$ cat src/verilog/len5_isa_pkg.sv
package len5_isa_pkg;

    // Integer register width
    localparam int unsigned XLEN = 64;

    // ----------------------------------------
    // Exception codes
    // ----------------------------------------
    // Values follow the RISC-V mcause encoding
    // Reserved value 10 is used as the "no exception" code
    typedef enum logic [3:0] {
        E_I_ADDR_MISALIGNED  = 4'd0,
        E_I_ACCESS_FAULT     = 4'd1,
        E_ILLEGAL_INSTR      = 4'd2,
        E_BREAKPOINT         = 4'd3,
        E_LD_ADDR_MISALIGNED = 4'd4,
        E_LD_ACCESS_FAULT    = 4'd5,
        E_ST_ADDR_MISALIGNED = 4'd6,
        E_ST_ACCESS_FAULT    = 4'd7,
        E_ENV_CALL_UMODE     = 4'd8,
        E_ENV_CALL_SMODE     = 4'd9,
        E_UNKNOWN            = 4'd10,
        E_ENV_CALL_MMODE     = 4'd11,
        E_INSTR_PAGE_FAULT   = 4'd12,
        E_LD_PAGE_FAULT      = 4'd13,
        E_ST_PAGE_FAULT      = 4'd15
    } except_code_t;

endpackage

$ cat src/verilog/expipe_pkg.sv
package expipe_pkg;

    // ----------------------------------------
    // Reorder buffer
    // ----------------------------------------
    // Index width into the ROB
    localparam int unsigned ROB_IDX_LEN = 4;

    // One ROB entry index
    typedef logic [ROB_IDX_LEN-1:0] rob_idx_t;

    // ----------------------------------------
    // Common data bus
    // ----------------------------------------
    // Payload broadcast to the ROB and snooped by the stations
    typedef struct packed {
        // Destination ROB entry
        rob_idx_t                             rob_idx;
        // Result written back
        logic [len5_isa_pkg::XLEN-1:0]        res_value;
        // Set when the producer trapped
        logic                                 except_raised;
        // Meaningful only with except_raised
        len5_isa_pkg::except_code_t           except_code;
    } cdb_data_t;

endpackage

$ cat src/verilog/cdb_if.sv
`timescale 1ns/1ns

interface cdb_if;
    import expipe_pkg::*;

    // Handshake
    logic      valid;
    logic      ready;

    // Payload, stable while valid and not ready
    cdb_data_t data;

    // Source of a transfer
    modport producer (
        output valid, data,
        input  ready
    );

    // Sink side, owns ready
    modport arbiter (
        input  valid, data,
        output ready
    );

    // Passive listeners of the broadcast
    modport snoop (input valid, data);

endinterface

$ cat src/verilog/cdb_arbiter.sv
`timescale 1ns/1ns

module cdb_arbiter (
    input  logic                          clk_i,
    input  logic                          rst_n_i,
    // Reservation station source
    cdb_if.arbiter                        rs_cdb,
    // External execution unit source
    input  logic                          eu_valid_i,
    output logic                          eu_ready_o,
    input  expipe_pkg::rob_idx_t          eu_rob_idx_i,
    input  logic [len5_isa_pkg::XLEN-1:0] eu_value_i,
    input  logic                          eu_except_i,
    input  len5_isa_pkg::except_code_t    eu_except_code_i,
    // Towards the ROB
    output logic                          cdb_valid_o,
    input  logic                          cdb_ready_i,
    output expipe_pkg::cdb_data_t         cdb_data_o,
    // Broadcast of accepted transfers
    cdb_if.producer                       bcast
);
    import expipe_pkg::*;

    // Source granted by the last completed transfer
    typedef enum logic {
        GNT_RS,
        GNT_EU
    } gnt_t;

    gnt_t      last_q;
    logic      gnt_rs;
    logic      gnt_eu;
    logic      xfer;
    cdb_data_t eu_data;

    // EU ports packed as a CDB payload
    assign eu_data.rob_idx       = eu_rob_idx_i;
    assign eu_data.res_value     = eu_value_i;
    assign eu_data.except_raised = eu_except_i;
    assign eu_data.except_code   = eu_except_code_i;

    // ----------------------------------------
    // Round-robin grant
    // ----------------------------------------
    // On a tie the source not served last wins
    assign gnt_rs = rs_cdb.valid && (!eu_valid_i || (last_q == GNT_EU));
    assign gnt_eu = eu_valid_i && !gnt_rs;

    assign cdb_valid_o  = gnt_rs || gnt_eu;
    assign cdb_data_o   = gnt_rs ? rs_cdb.data : eu_data;
    assign xfer         = cdb_valid_o && cdb_ready_i;

    // ROB ready forwarded to the winner only
    assign rs_cdb.ready = gnt_rs && cdb_ready_i;
    assign eu_ready_o   = gnt_eu && cdb_ready_i;

    // Reset to EU so the station takes the first tie
    always_ff @(posedge clk_i or negedge rst_n_i) begin
        if (!rst_n_i) begin
            last_q <= GNT_EU;
        end else if (xfer) begin
            last_q <= gnt_rs ? GNT_RS : GNT_EU;
        end
    end

    // Snooped by the stations in the transfer cycle
    assign bcast.valid = xfer;
    assign bcast.data  = cdb_data_o;

    // Only one source ever completes per cycle
    a_one_ready: assert property (@(posedge clk_i) disable iff (!rst_n_i)
        !(rs_cdb.ready && eu_ready_o));

endmodule

$ cat src/verilog/modn_counter.sv
`timescale 1ns/1ns

module modn_counter #(
    parameter int unsigned N = 4
) (
    input  logic                                 clk_i,
    input  logic                                 rst_n_i,
    input  logic                                 en_i,
    input  logic                                 clr_i,
    output logic [((N > 1) ? $clog2(N) : 1)-1:0] count_o,
    output logic                                 tc_o
);

    localparam int unsigned W = (N > 1) ? $clog2(N) : 1;

    // Clear wins over enable
    always_ff @(posedge clk_i or negedge rst_n_i) begin
        if (!rst_n_i) begin
            count_o <= '0;
        end else if (clr_i) begin
            count_o <= '0;
        end else if (en_i) begin
            // Wrap at N-1
            count_o <= tc_o ? '0 : count_o + 1'b1;
        end
    end

    // Last value before wrapping
    assign tc_o = (count_o == W'(N - 1));

    // Count never leaves the modulo range
    a_count_range: assert property (@(posedge clk_i) disable iff (!rst_n_i)
        count_o < N);

endmodule

$ cat src/verilog/op_only_rs.sv
`timescale 1ns/1ns

module op_only_rs #(
    parameter int unsigned RS_DEPTH = 4
) (
    input  logic                            clk_i,
    input  logic                            rst_n_i,
    input  logic                            flush_i,
    // Issue handshake
    input  logic                            issue_valid_i,
    output logic                            issue_ready_o,
    // Issued instruction
    input  logic                            rs1_ready_i,
    input  expipe_pkg::rob_idx_t            rs1_idx_i,
    input  logic [len5_isa_pkg::XLEN-1:0]   rs1_value_i,
    input  expipe_pkg::rob_idx_t            dest_idx_i,
    // Result towards the CDB arbiter
    cdb_if.producer                         rs_cdb,
    // Broadcast from the CDB
    cdb_if.snoop                            bcast
);
    import len5_isa_pkg::*;
    import expipe_pkg::*;

    localparam int unsigned RS_IDX_LEN = (RS_DEPTH > 1) ? $clog2(RS_DEPTH) : 1;

    // Entry status, cleared on reset and flush
    logic [RS_DEPTH-1:0]   valid_q;
    logic [RS_DEPTH-1:0]   ready_q;
    // Entry payload
    rob_idx_t              src_idx_q [0:RS_DEPTH-1];
    logic [XLEN-1:0]       value_q   [0:RS_DEPTH-1];
    rob_idx_t              dest_q    [0:RS_DEPTH-1];

    // FIFO pointers
    logic [RS_IDX_LEN-1:0] head_idx;
    logic [RS_IDX_LEN-1:0] tail_idx;

    logic                  push;
    logic                  pop;
    logic [RS_DEPTH-1:0]   push_sel;
    logic [RS_DEPTH-1:0]   pop_sel;
    logic [RS_DEPTH-1:0]   wake;
    logic                  bcast_ok;
    logic                  issue_hit;
    logic                  in_ready;
    logic [XLEN-1:0]       in_value;

    // ----------------------------------------
    // Handshakes
    // ----------------------------------------
    // Room only while the tail slot is empty
    assign issue_ready_o = !valid_q[tail_idx];
    assign push          = issue_valid_i && issue_ready_o;

    // Head leaves once its operand is in
    assign rs_cdb.valid  = valid_q[head_idx] && ready_q[head_idx];
    assign pop           = rs_cdb.valid && rs_cdb.ready;

    // ----------------------------------------
    // CDB snooping
    // ----------------------------------------
    // Excepting results never carry a usable value
    assign bcast_ok  = bcast.valid && !bcast.data.except_raised;

    // Operand landing in the same cycle as its issue
    assign issue_hit = bcast_ok && (bcast.data.rob_idx == rs1_idx_i);
    assign in_ready  = rs1_ready_i || issue_hit;
    assign in_value  = rs1_ready_i ? rs1_value_i : bcast.data.res_value;

    always_comb begin
        for (int i = 0; i < RS_DEPTH; i++) begin
            push_sel[i] = push && (tail_idx == RS_IDX_LEN'(i));
            pop_sel[i]  = pop && (head_idx == RS_IDX_LEN'(i));
            // Only waiting entries listen
            wake[i]     = valid_q[i] && !ready_q[i] && bcast_ok
                          && (bcast.data.rob_idx == src_idx_q[i]);
        end
    end

    // Status bits
    always_ff @(posedge clk_i or negedge rst_n_i) begin
        if (!rst_n_i) begin
            valid_q <= '0;
            ready_q <= '0;
        end else if (flush_i) begin
            valid_q <= '0;
            ready_q <= '0;
        end else begin
            for (int i = 0; i < RS_DEPTH; i++) begin
                if (push_sel[i]) begin
                    valid_q[i] <= 1'b1;
                    ready_q[i] <= in_ready;
                end else if (pop_sel[i]) begin
                    valid_q[i] <= 1'b0;
                    ready_q[i] <= 1'b0;
                end else if (wake[i]) begin
                    ready_q[i] <= 1'b1;
                end
            end
        end
    end

    // Payload, written on push or wake-up
    always_ff @(posedge clk_i) begin
        for (int i = 0; i < RS_DEPTH; i++) begin
            if (push_sel[i]) begin
                src_idx_q[i] <= rs1_idx_i;
                value_q[i]   <= in_value;
                dest_q[i]    <= dest_idx_i;
            end else if (wake[i]) begin
                value_q[i]   <= bcast.data.res_value;
            end
        end
    end

    // ----------------------------------------
    // Pointers
    // ----------------------------------------
    modn_counter #(.N(RS_DEPTH)) head_counter (
        .clk_i   (clk_i),
        .rst_n_i (rst_n_i),
        .en_i    (pop),
        .clr_i   (flush_i),
        .count_o (head_idx),
        .tc_o    ()
    );

    modn_counter #(.N(RS_DEPTH)) tail_counter (
        .clk_i   (clk_i),
        .rst_n_i (rst_n_i),
        .en_i    (push),
        .clr_i   (flush_i),
        .count_o (tail_idx),
        .tc_o    ()
    );

    // Operand passes straight through, never traps
    assign rs_cdb.data.rob_idx       = dest_q[head_idx];
    assign rs_cdb.data.res_value     = value_q[head_idx];
    assign rs_cdb.data.except_raised = 1'b0;
    assign rs_cdb.data.except_code   = E_UNKNOWN;

    // Full station holds its tail pointer until a slot frees
    a_no_push_full: assert property (@(posedge clk_i) disable iff (!rst_n_i)
        (issue_valid_i && valid_q[tail_idx] && !flush_i) |=> $stable(tail_idx));

    // Pending result sits on a valid head and does not change
    a_result_hold: assert property (@(posedge clk_i) disable iff (!rst_n_i)
        (rs_cdb.valid && !rs_cdb.ready && !flush_i)
        |=> rs_cdb.valid && valid_q[head_idx] && $stable(rs_cdb.data));

endmodule

$ cat src/verilog/op_only_slice.sv
`timescale 1ns/1ns

module op_only_slice #(
    parameter int unsigned RS_DEPTH = 4
) (
    input  logic                          clk_i,
    input  logic                          rst_n_i,
    input  logic                          flush_i,
    // Issue
    input  logic                          issue_valid_i,
    output logic                          issue_ready_o,
    input  logic                          issue_rs1_ready_i,
    input  expipe_pkg::rob_idx_t          issue_rs1_idx_i,
    input  logic [len5_isa_pkg::XLEN-1:0] issue_rs1_value_i,
    input  expipe_pkg::rob_idx_t          issue_dest_idx_i,
    // External execution unit
    input  logic                          eu_valid_i,
    output logic                          eu_ready_o,
    input  expipe_pkg::rob_idx_t          eu_rob_idx_i,
    input  logic [len5_isa_pkg::XLEN-1:0] eu_value_i,
    input  logic                          eu_except_i,
    input  len5_isa_pkg::except_code_t    eu_except_code_i,
    // CDB towards the ROB
    output logic                          cdb_valid_o,
    input  logic                          cdb_ready_i,
    output expipe_pkg::rob_idx_t          cdb_rob_idx_o,
    output logic [len5_isa_pkg::XLEN-1:0] cdb_value_o,
    output logic                          cdb_except_o,
    output len5_isa_pkg::except_code_t    cdb_except_code_o
);
    import expipe_pkg::*;

    cdb_data_t cdb_data;

    // Station result port and CDB broadcast
    cdb_if rs_cdb ();
    cdb_if bcast ();

    // Listeners cannot stall the broadcast
    assign bcast.ready = 1'b1;

    op_only_rs #(.RS_DEPTH(RS_DEPTH)) u_op_only_rs (
        .clk_i         (clk_i),
        .rst_n_i       (rst_n_i),
        .flush_i       (flush_i),
        .issue_valid_i (issue_valid_i),
        .issue_ready_o (issue_ready_o),
        .rs1_ready_i   (issue_rs1_ready_i),
        .rs1_idx_i     (issue_rs1_idx_i),
        .rs1_value_i   (issue_rs1_value_i),
        .dest_idx_i    (issue_dest_idx_i),
        .rs_cdb        (rs_cdb.producer),
        .bcast         (bcast.snoop)
    );

    cdb_arbiter u_cdb_arbiter (
        .clk_i            (clk_i),
        .rst_n_i          (rst_n_i),
        .rs_cdb           (rs_cdb.arbiter),
        .eu_valid_i       (eu_valid_i),
        .eu_ready_o       (eu_ready_o),
        .eu_rob_idx_i     (eu_rob_idx_i),
        .eu_value_i       (eu_value_i),
        .eu_except_i      (eu_except_i),
        .eu_except_code_i (eu_except_code_i),
        .cdb_valid_o      (cdb_valid_o),
        .cdb_ready_i      (cdb_ready_i),
        .cdb_data_o       (cdb_data),
        .bcast            (bcast.producer)
    );

    // Payload fields out to the ROB
    assign cdb_rob_idx_o     = cdb_data.rob_idx;
    assign cdb_value_o       = cdb_data.res_value;
    assign cdb_except_o      = cdb_data.except_raised;
    assign cdb_except_code_o = cdb_data.except_code;

endmodule
$ cat config.mk
export PLATFORM = sky130hd
export DESIGN_NAME = op_only_slice
export DESIGN_NICKNAME = d
export VERILOG_FILES = /design/src/verilog/len5_isa_pkg.sv /design/src/verilog/expipe_pkg.sv /design/src/verilog/cdb_if.sv /design/src/verilog/cdb_arbiter.sv /design/src/verilog/modn_counter.sv /design/src/verilog/op_only_rs.sv /design/src/verilog/op_only_slice.sv
export SDC_FILE = /design/constraint.sdc
export NUM_CORES = 1
export LEC_CHECK = 0
export BUFFER_PORTS_ARGS = -buffer_cell sky130_fd_sc_hd__buf_2
export CORE_UTILIZATION = 58
export CTS_BUF_LIST = sky130_fd_sc_hd__clkbuf_8 sky130_fd_sc_hd__clkbuf_16
export DETAILED_ROUTE_END_ITERATION = 6
export PLACE_DENSITY = 0.81
export SLEW_MARGIN = 20
export SYNTH_ARGS = -nofsm -noshare
export SYNTH_HDL_FRONTEND = slang
export SYNTH_SLANG_ARGS = --single-unit
$ cat constraint.sdc
create_clock -name clk_i -period 9 [get_ports clk_i]
set_input_delay 1.8 -clock clk_i [delete_from_list [all_inputs] [get_ports clk_i]]
set_output_delay 1.8 -clock clk_i [all_outputs]
set_load 0.03 [all_outputs]
==> flow_summary.ini, run 1 <==
[timing]
setup_viol = 0
rsz0062_at_grt = false
setup_tns_ns = 0
finalHoldViolCount = 0
fmax_mhz = 162.4
drv_slew = 0
worst_pin_slew_ns = 1.100
max-slew-margin-rel_pct = 26.65
period_needed_ns = 6.157
fin_worst_skew_ns = 0.01859
layout_worst_path_cycle_share_pct = 68.41

[setup_path]
r2r_cells = 8
cp-start-kind = flop
critPathRequiredTime_ns = 7.20
endpoint_kind = primary output
worst_ep_arrival_time_ns = 4.36
path_cells = inv_2 -> mux4_2 -> nor2_4 -> buf_4 -> nand2_1 -> nand2_1 -> buf_2
max_stage_delay_ns = 0.93
worst-path-max-fanout = 37
path_class = reg -> out
cpMaxStageDelayCell = dfrtp_4
cp_common_cell = nand2_1

[power]
p_per_area_mw_per_mm2 = 191.1
total_leakage_power_nw = 6.798
p_sw_w = 0.0008743
pwr-share-seq_pct = 48.0
combinationalPowerShare_pct = 15.5
total_power_w = 0.003501
internal-power_w = 0.002627
peakVddDrop_uv = 124.8
clkPwrFrac_pct = 36.4
swShare_pct = 24.97

[synthesis]
yosysSeqAreaShare_pct = 56.55
syn-mean-instance-area_um2 = 14.41
synth_ff_type = edfxtp_1
syn_area_mm2 = 0.01587
synth_edf_count = 288
synthCells = 1101
ys_warn_count = 0
ys_seq_elements = 301
synth.net_count = 1261
async_flop_share_pct = 4.319
synth_cell_types = 55

[route]
drc = 0
ant_nets = 0
first_iter_violations = 1058
vias = 10332
routed_wirelength_mm = 39.36
wl_per_cell_um = 23.43
dr.pass1.iters = 5
via_per_inst = 6.150

[hold_path]
hold_path_class = reg -> reg
hold_depth = 2

[status]
status = finished clean

[floorplanning]
dieArea_mm2 = 0.02803
io_pins = 228
die_y_um = 167.4
fp-row-count = 60
initial_core_util_pct = 59.05
core_mm2 = 0.02688
die_w_um = 167.4

[global_route]
grt_pass1_wl_mm = 60.55
overflow = 0
groute.usage.overall_pct = 28.16
grt_max_degree = 82
antenna_found_initial = 6
grt_pass1_vias = 10470

[clock_network]
clock-sinks = 301
cts_hold_buf = 0
max-clock-path-buffers = 3
cts_tree = built
clkLatencyLatePin_ns = 0.56
h-tree-depth = 1
numCtsBuffers = 31
ctsResizeCount = 0
clkTransAtPathRegs_ns = 0.06
post-cts-setup-buffers = 0
root_buffer = clkbuf_16

[layout]
area_growth_pct = 15.45
fill_cells = 1922
nets = 1469
drive_above_1_share_pct = 45.80

[job]
max_cap_violations = 0

[place]
hpwl_mm = 23.44
portBuffers = 227
gp_congestion = 0.9060
-- flip-flops by register name, indices dropped and copies added, names as in the netlist --
| signal | count |
|---|---|
| u_op_only_rs.head_counter.count_o | 2 |
| u_op_only_rs.tail_counter.count_o | 2 |
| u_cdb_arbiter.last_q | 1 |
| u_op_only_rs.valid_q | 4 |
| u_op_only_rs.ready_q | 4 |
| u_op_only_rs.src_idx_q | 16 |
| u_op_only_rs.dest_q | 16 |
| u_op_only_rs.value_q | 256 |
-- metrics by stage --
stage               util, %  hold slack (ns)  setup slack (ns)  instance area [um^2]  cells
floorplan                 -           0.5099            0.4556                 15870   1101
global placement      64.36           0.5467             3.115                 17300   1617
detailed placement    64.36           0.5585             2.938                 17300   1617
CTS                   68.13           0.5732             2.806                 18310   1675
global route          68.17           0.5916             2.565                 18320   1679
finish                68.18           0.5705             2.843                 18320   1680
-- cell type report --
| cell class | count | area [um^2] | area share, % |
|---|---|---|---|
| repair buffers | 238 | 1219 | 6.651 |
| diodes | 5 | 12.51 | 0.06829 |
| flip-flops and latches | 301 | 8982 | 49.02 |
| inverters | 24 | 90.09 | 0.4917 |
| clock buffers | 33 | 803.3 | 4.384 |
| well taps | 341 | 426.7 | 2.329 |
| multi-input cells | 713 | 6580 | 35.91 |
| clock inverters | 25 | 209.0 | 1.140 |
-- cells in the final DEF, fill, tap and decap left out, types with 13 or more instances in the layout --
| cell type | instances |
|---|---|
| clkbuf_16 | 31 |
| o21ai_0 | 16 |
| nor2_1 | 21 |
| nand2_1 | 215 |
| a21oi_1 | 16 |
| mux4_2 | 71 |
| mux2_1 | 13 |
| buf_2 | 227 |
| inv_1 | 35 |
| edfxtp_1 | 288 |
| mux2_2 | 244 |
-- power by group through the flow --
stage / registers (W) / clock network, W / logic (W)
after floorplan: 0.00170 / 0 / 0.000372
after global placement: 0.00171 / 0 / 0.000532
after detailed placement: 0.00171 / 0 / 0.000540
after CTS: 0.00168 / 0.00129 / 0.000546
after global routing: 0.00169 / 0.00134 / 0.000582
final: 0.00168 / 0.00128 / 0.000544
-- worst max-delay path, delay by kind of cell, from the launching register on --
| family | cells | cell delay [ns] |
|---|---|---|
| mux | 1 | 0.60 |
| simple gates | 3 | 1.19 |
| flops | 1 | 0.93 |
| buf+inv | 3 | 1.03 |
-- Yosys cell counts, types with 4 or more instances --
master    count  area (um^2)
buf_2        13        65.06
and3_1        4        25.02
nand2_1     217        814.5
dfrtp_1      12        300.3
mux2_1       13        146.4
o21ai_0      16        80.08
mux2_2      244         2748
buf_6         6        67.56
a21oi_1      16        80.08
a221o_1       4        40.04
nor2b_1       4        25.02
nor2_1       21        78.83
mux2i_1       4        40.04
a22oi_1       7        52.55
o211a_1       4        40.04
edfxtp_1    288         8648
nand2b_1      7        43.79
clkbuf_1     33        123.9
buf_1        10        37.54
nor3_1        6        30.03
a211oi_1      5        37.54
inv_1        23        86.33
nand3_1       5        25.02
mux4_2       71         1599
xnor2_1      12        105.1
ha_1          8        100.1
and2_1        9        56.30
-- final timing paths --
path	endpoint	startpoint	slack, ns
max	cdb_value_o[25]	u_op_only_rs.head_counter.count_o[0]	2.84
min in group asynchronous	u_op_only_rs.ready_q[0]	rst_n_i	1.14
max in group asynchronous	u_cdb_arbiter.last_q	rst_n_i	7.58
min	u_cdb_arbiter.last_q	u_cdb_arbiter.last_q	0.57
max reg2reg	u_op_only_rs.value_q[2][22]	u_op_only_rs.head_counter.count_o[0]	3.70
min reg2reg	u_cdb_arbiter.last_q	u_cdb_arbiter.last_q	0.57
-- layer usage --
metal	up-vias	global-route usage, %	part of all wire, %
met5	-	0	0
met1	5167	38.59	41
met2	441	46.88	50
met4	0	8.018	2.7
li1	4656	-	-
met3	68	4.491	6.9
-- cell families after synthesis --
group | share of synthesized area (%)
buffers and inverters | 2.468
AND/OR/NAND/NOR | 7.356
multiplexers | 28.56
adder cells (fa/ha/maj) | 0.6307
flip-flops | 56.55
AO/OA/AOI/OAI | 3.714
XOR/XNOR | 0.7174
Power figures use the tool's default switching activity.
==> inputs of run 2 (changes only) <==
--- a/config.mk
+++ b/config.mk
@@ -6,10 +6,10 @@
 export NUM_CORES = 1
 export LEC_CHECK = 0
 export BUFFER_PORTS_ARGS = -buffer_cell sky130_fd_sc_hd__buf_2
-export CORE_UTILIZATION = 58
+export CORE_UTILIZATION = 52
 export CTS_BUF_LIST = sky130_fd_sc_hd__clkbuf_8 sky130_fd_sc_hd__clkbuf_16
 export DETAILED_ROUTE_END_ITERATION = 6
-export PLACE_DENSITY = 0.81
+export PLACE_DENSITY = 0.76
 export SLEW_MARGIN = 20
 export SYNTH_ARGS = -nofsm -noshare
 export SYNTH_HDL_FRONTEND = slang
==> constraint.sdc (replaced) <==
create_clock -name clk_i -period 5.56 [get_ports clk_i]
set_input_delay 1.112 -clock clk_i [delete_from_list [all_inputs] [get_ports clk_i]]
set_output_delay 1.112 -clock clk_i [all_outputs]
set_load 0.03 [all_outputs]
==> run 2 against run 1 <==
First-iteration DRC count decreased by 8.0%. Combinational power increased by 65%. Clock-buffer cell count increased by 3. Critical path depth increased by 1. Power increased by 63%. Via count decreased by 0.44%. Flip-flop and latch count unchanged. Cell count increased by 4.0%. Global-route usage decreased by 2.2 points. Largest cell class unchanged.
==> flow_summary.ini, run 2 (synthesis results as in run 1) <==
[clock_network]
cts_hold_buf = 0
clkTransAtPathRegs_ns = 0.06
clkLatencyLatePin_ns = 0.52
max-clock-path-buffers = 3
root_buffer = clkbuf_16
numCtsBuffers = 34
post-cts-setup-buffers = 0
clock-sinks = 301
ctsResizeCount = 0
cts_tree = built
h-tree-depth = 2

[hold_path]
hold_path_class = in -> async

[global_route]
met1_usage_pct = 34.31
grtUsageMet3_pct = 5.434
grt_max_degree = 65
globalRouteMet2Util_pct = 42.57
grt_busiest_layer = met2
grt_pass1_vias = 10694
overflow = 0
grt_pass1_wl_mm = 61.04
antenna_found_initial = 12
groute.usage.overall_pct = 25.98

[floorplanning]
core_mm2 = 0.02980
fp-row-count = 63
initial_core_util_pct = 53.26
die_y_um = 176.7
die_w_um = 176.7
io_pins = 228
dieArea_mm2 = 0.03122

[layout]
fill_cells = 2280
largestRegisters = u_op_only_rs.value_q (256), u_op_only_rs.dest_q (16), u_op_only_rs.src_idx_q (16)
area_growth_pct = 17.14
drive_above_1_share_pct = 46.55
final_cell_area_mm2 = 0.01859
utilization_pct = 62.39
nets = 1485
largest_register = u_op_only_rs.value_q
largest_reg_flops = 256
layout_common_cells = edfxtp_1, mux2_2, buf_2
final_common_cell = edfxtp_1

[route]
wl_per_cell_um = 22.99
first_iter_violations = 973
vias = 10287
dr.pass1.iters = 5
ant_nets = 0
routed_wirelength_mm = 40.19
via_per_inst = 5.885
drc = 0

[setup_path]
cp-start-kind = flop
critPathRequiredTime_ns = 4.45
path_class = reg -> out
cpMaxStageDelayCell = mux4_2
worst_ep_arrival_time_ns = 3.79
max_stage_delay_ns = 0.71
worst-path-buf-inv = 4
worst-path-max-fanout = 36
cp_top_family = buffers and inverters
path_cells = inv_2 -> mux4_2 -> nand2_4 -> buf_4 -> buf_4 -> nand2_1 -> nand2_1 -> buf_2
endpoint_kind = primary output

[timing]
whs_ns = 0.4987
finalHoldViolCount = 0
max-slew-margin-rel_pct = 27.11
layout_worst_path_cycle_share_pct = 88.14
setup_tns_ns = 0
fmax_mhz = 204.1
setup_viol = 0
drv_slew = 0
rsz0062_at_grt = false
period_needed_ns = 4.901
worst_pin_slew_ns = 1.093
fin_worst_skew_ns = 0.01820

[power]
p_per_area_mw_per_mm2 = 307.8
total_leakage_power_nw = 6.896
peakVddDrop_uv = 247.9

[status]
status = finished clean

[place]
portBuffers = 227
hpwl_mm = 25.12
gp_congestion = 0.9682
place_area_mm2 = 0.01753

[job]
max_cap_violations = 0
==> run 2: final cells by class <==
cell class	instances	area (um^2)	share of cell area [%]
clock buffers	36	889.6	4.785
repair buffers	251	1391	7.484
flip-flops and latches	301	8982	48.32
clock inverters	24	146.4	0.7875
inverters	24	90.09	0.4846
well taps	390	488.0	2.625
multi-input cells	713	6580	35.40
diodes	9	22.52	0.1211
==> run 2: through the flow <==
step	setup WS, ns	instances	power [W]
final	0.6595	1748	0.005722
after global routing	0.4836	1746	0.005907
after CTS	0.6407	1739	0.005755
after detailed placement	1.156	1679	0.003662
after global placement	1.253	1679	0.003641
after floorplan	0.8874	1101	0.003354
==> run 2: worst paths after layout <==
kind / from / end / cells past startpoint / slack [ns]
max in group asynchronous: rst_n_i / u_cdb_arbiter.last_q / 1 / 4.76
setup reg to reg: u_op_only_rs.head_counter.count_o[0] / u_op_only_rs.value_q[2][37] / 9 / 1.19
hold reg to reg: u_cdb_arbiter.last_q / u_cdb_arbiter.last_q / 2 / 0.56
hold / removal: rst_n_i / u_op_only_rs.valid_q[0] / 1 / 0.50
setup / recovery: u_op_only_rs.head_counter.count_o[0] / cdb_value_o[41] / 8 / 0.66
min in group clk_i: u_cdb_arbiter.last_q / u_cdb_arbiter.last_q / 2 / 0.56
==> run 2: layer usage <==
layer	up-vias	routed length, um	share of wire [%]
met3	74	3066	7.6
li1	4683	-	-
met1	5112	16580	41
met4	6	1048	2.6
met2	412	19460	48
met5	-	37	0.092
==> run 2: report_power, final <==
| part | internal, W | switching, W |
|---|---|---|
| clock | 0.00121 | 0.000899 |
| combinational | 0.000376 | 0.000524 |
| sequential | 0.00267 | 0.0000453 |
| total | 0.00425 | 0.00147 |
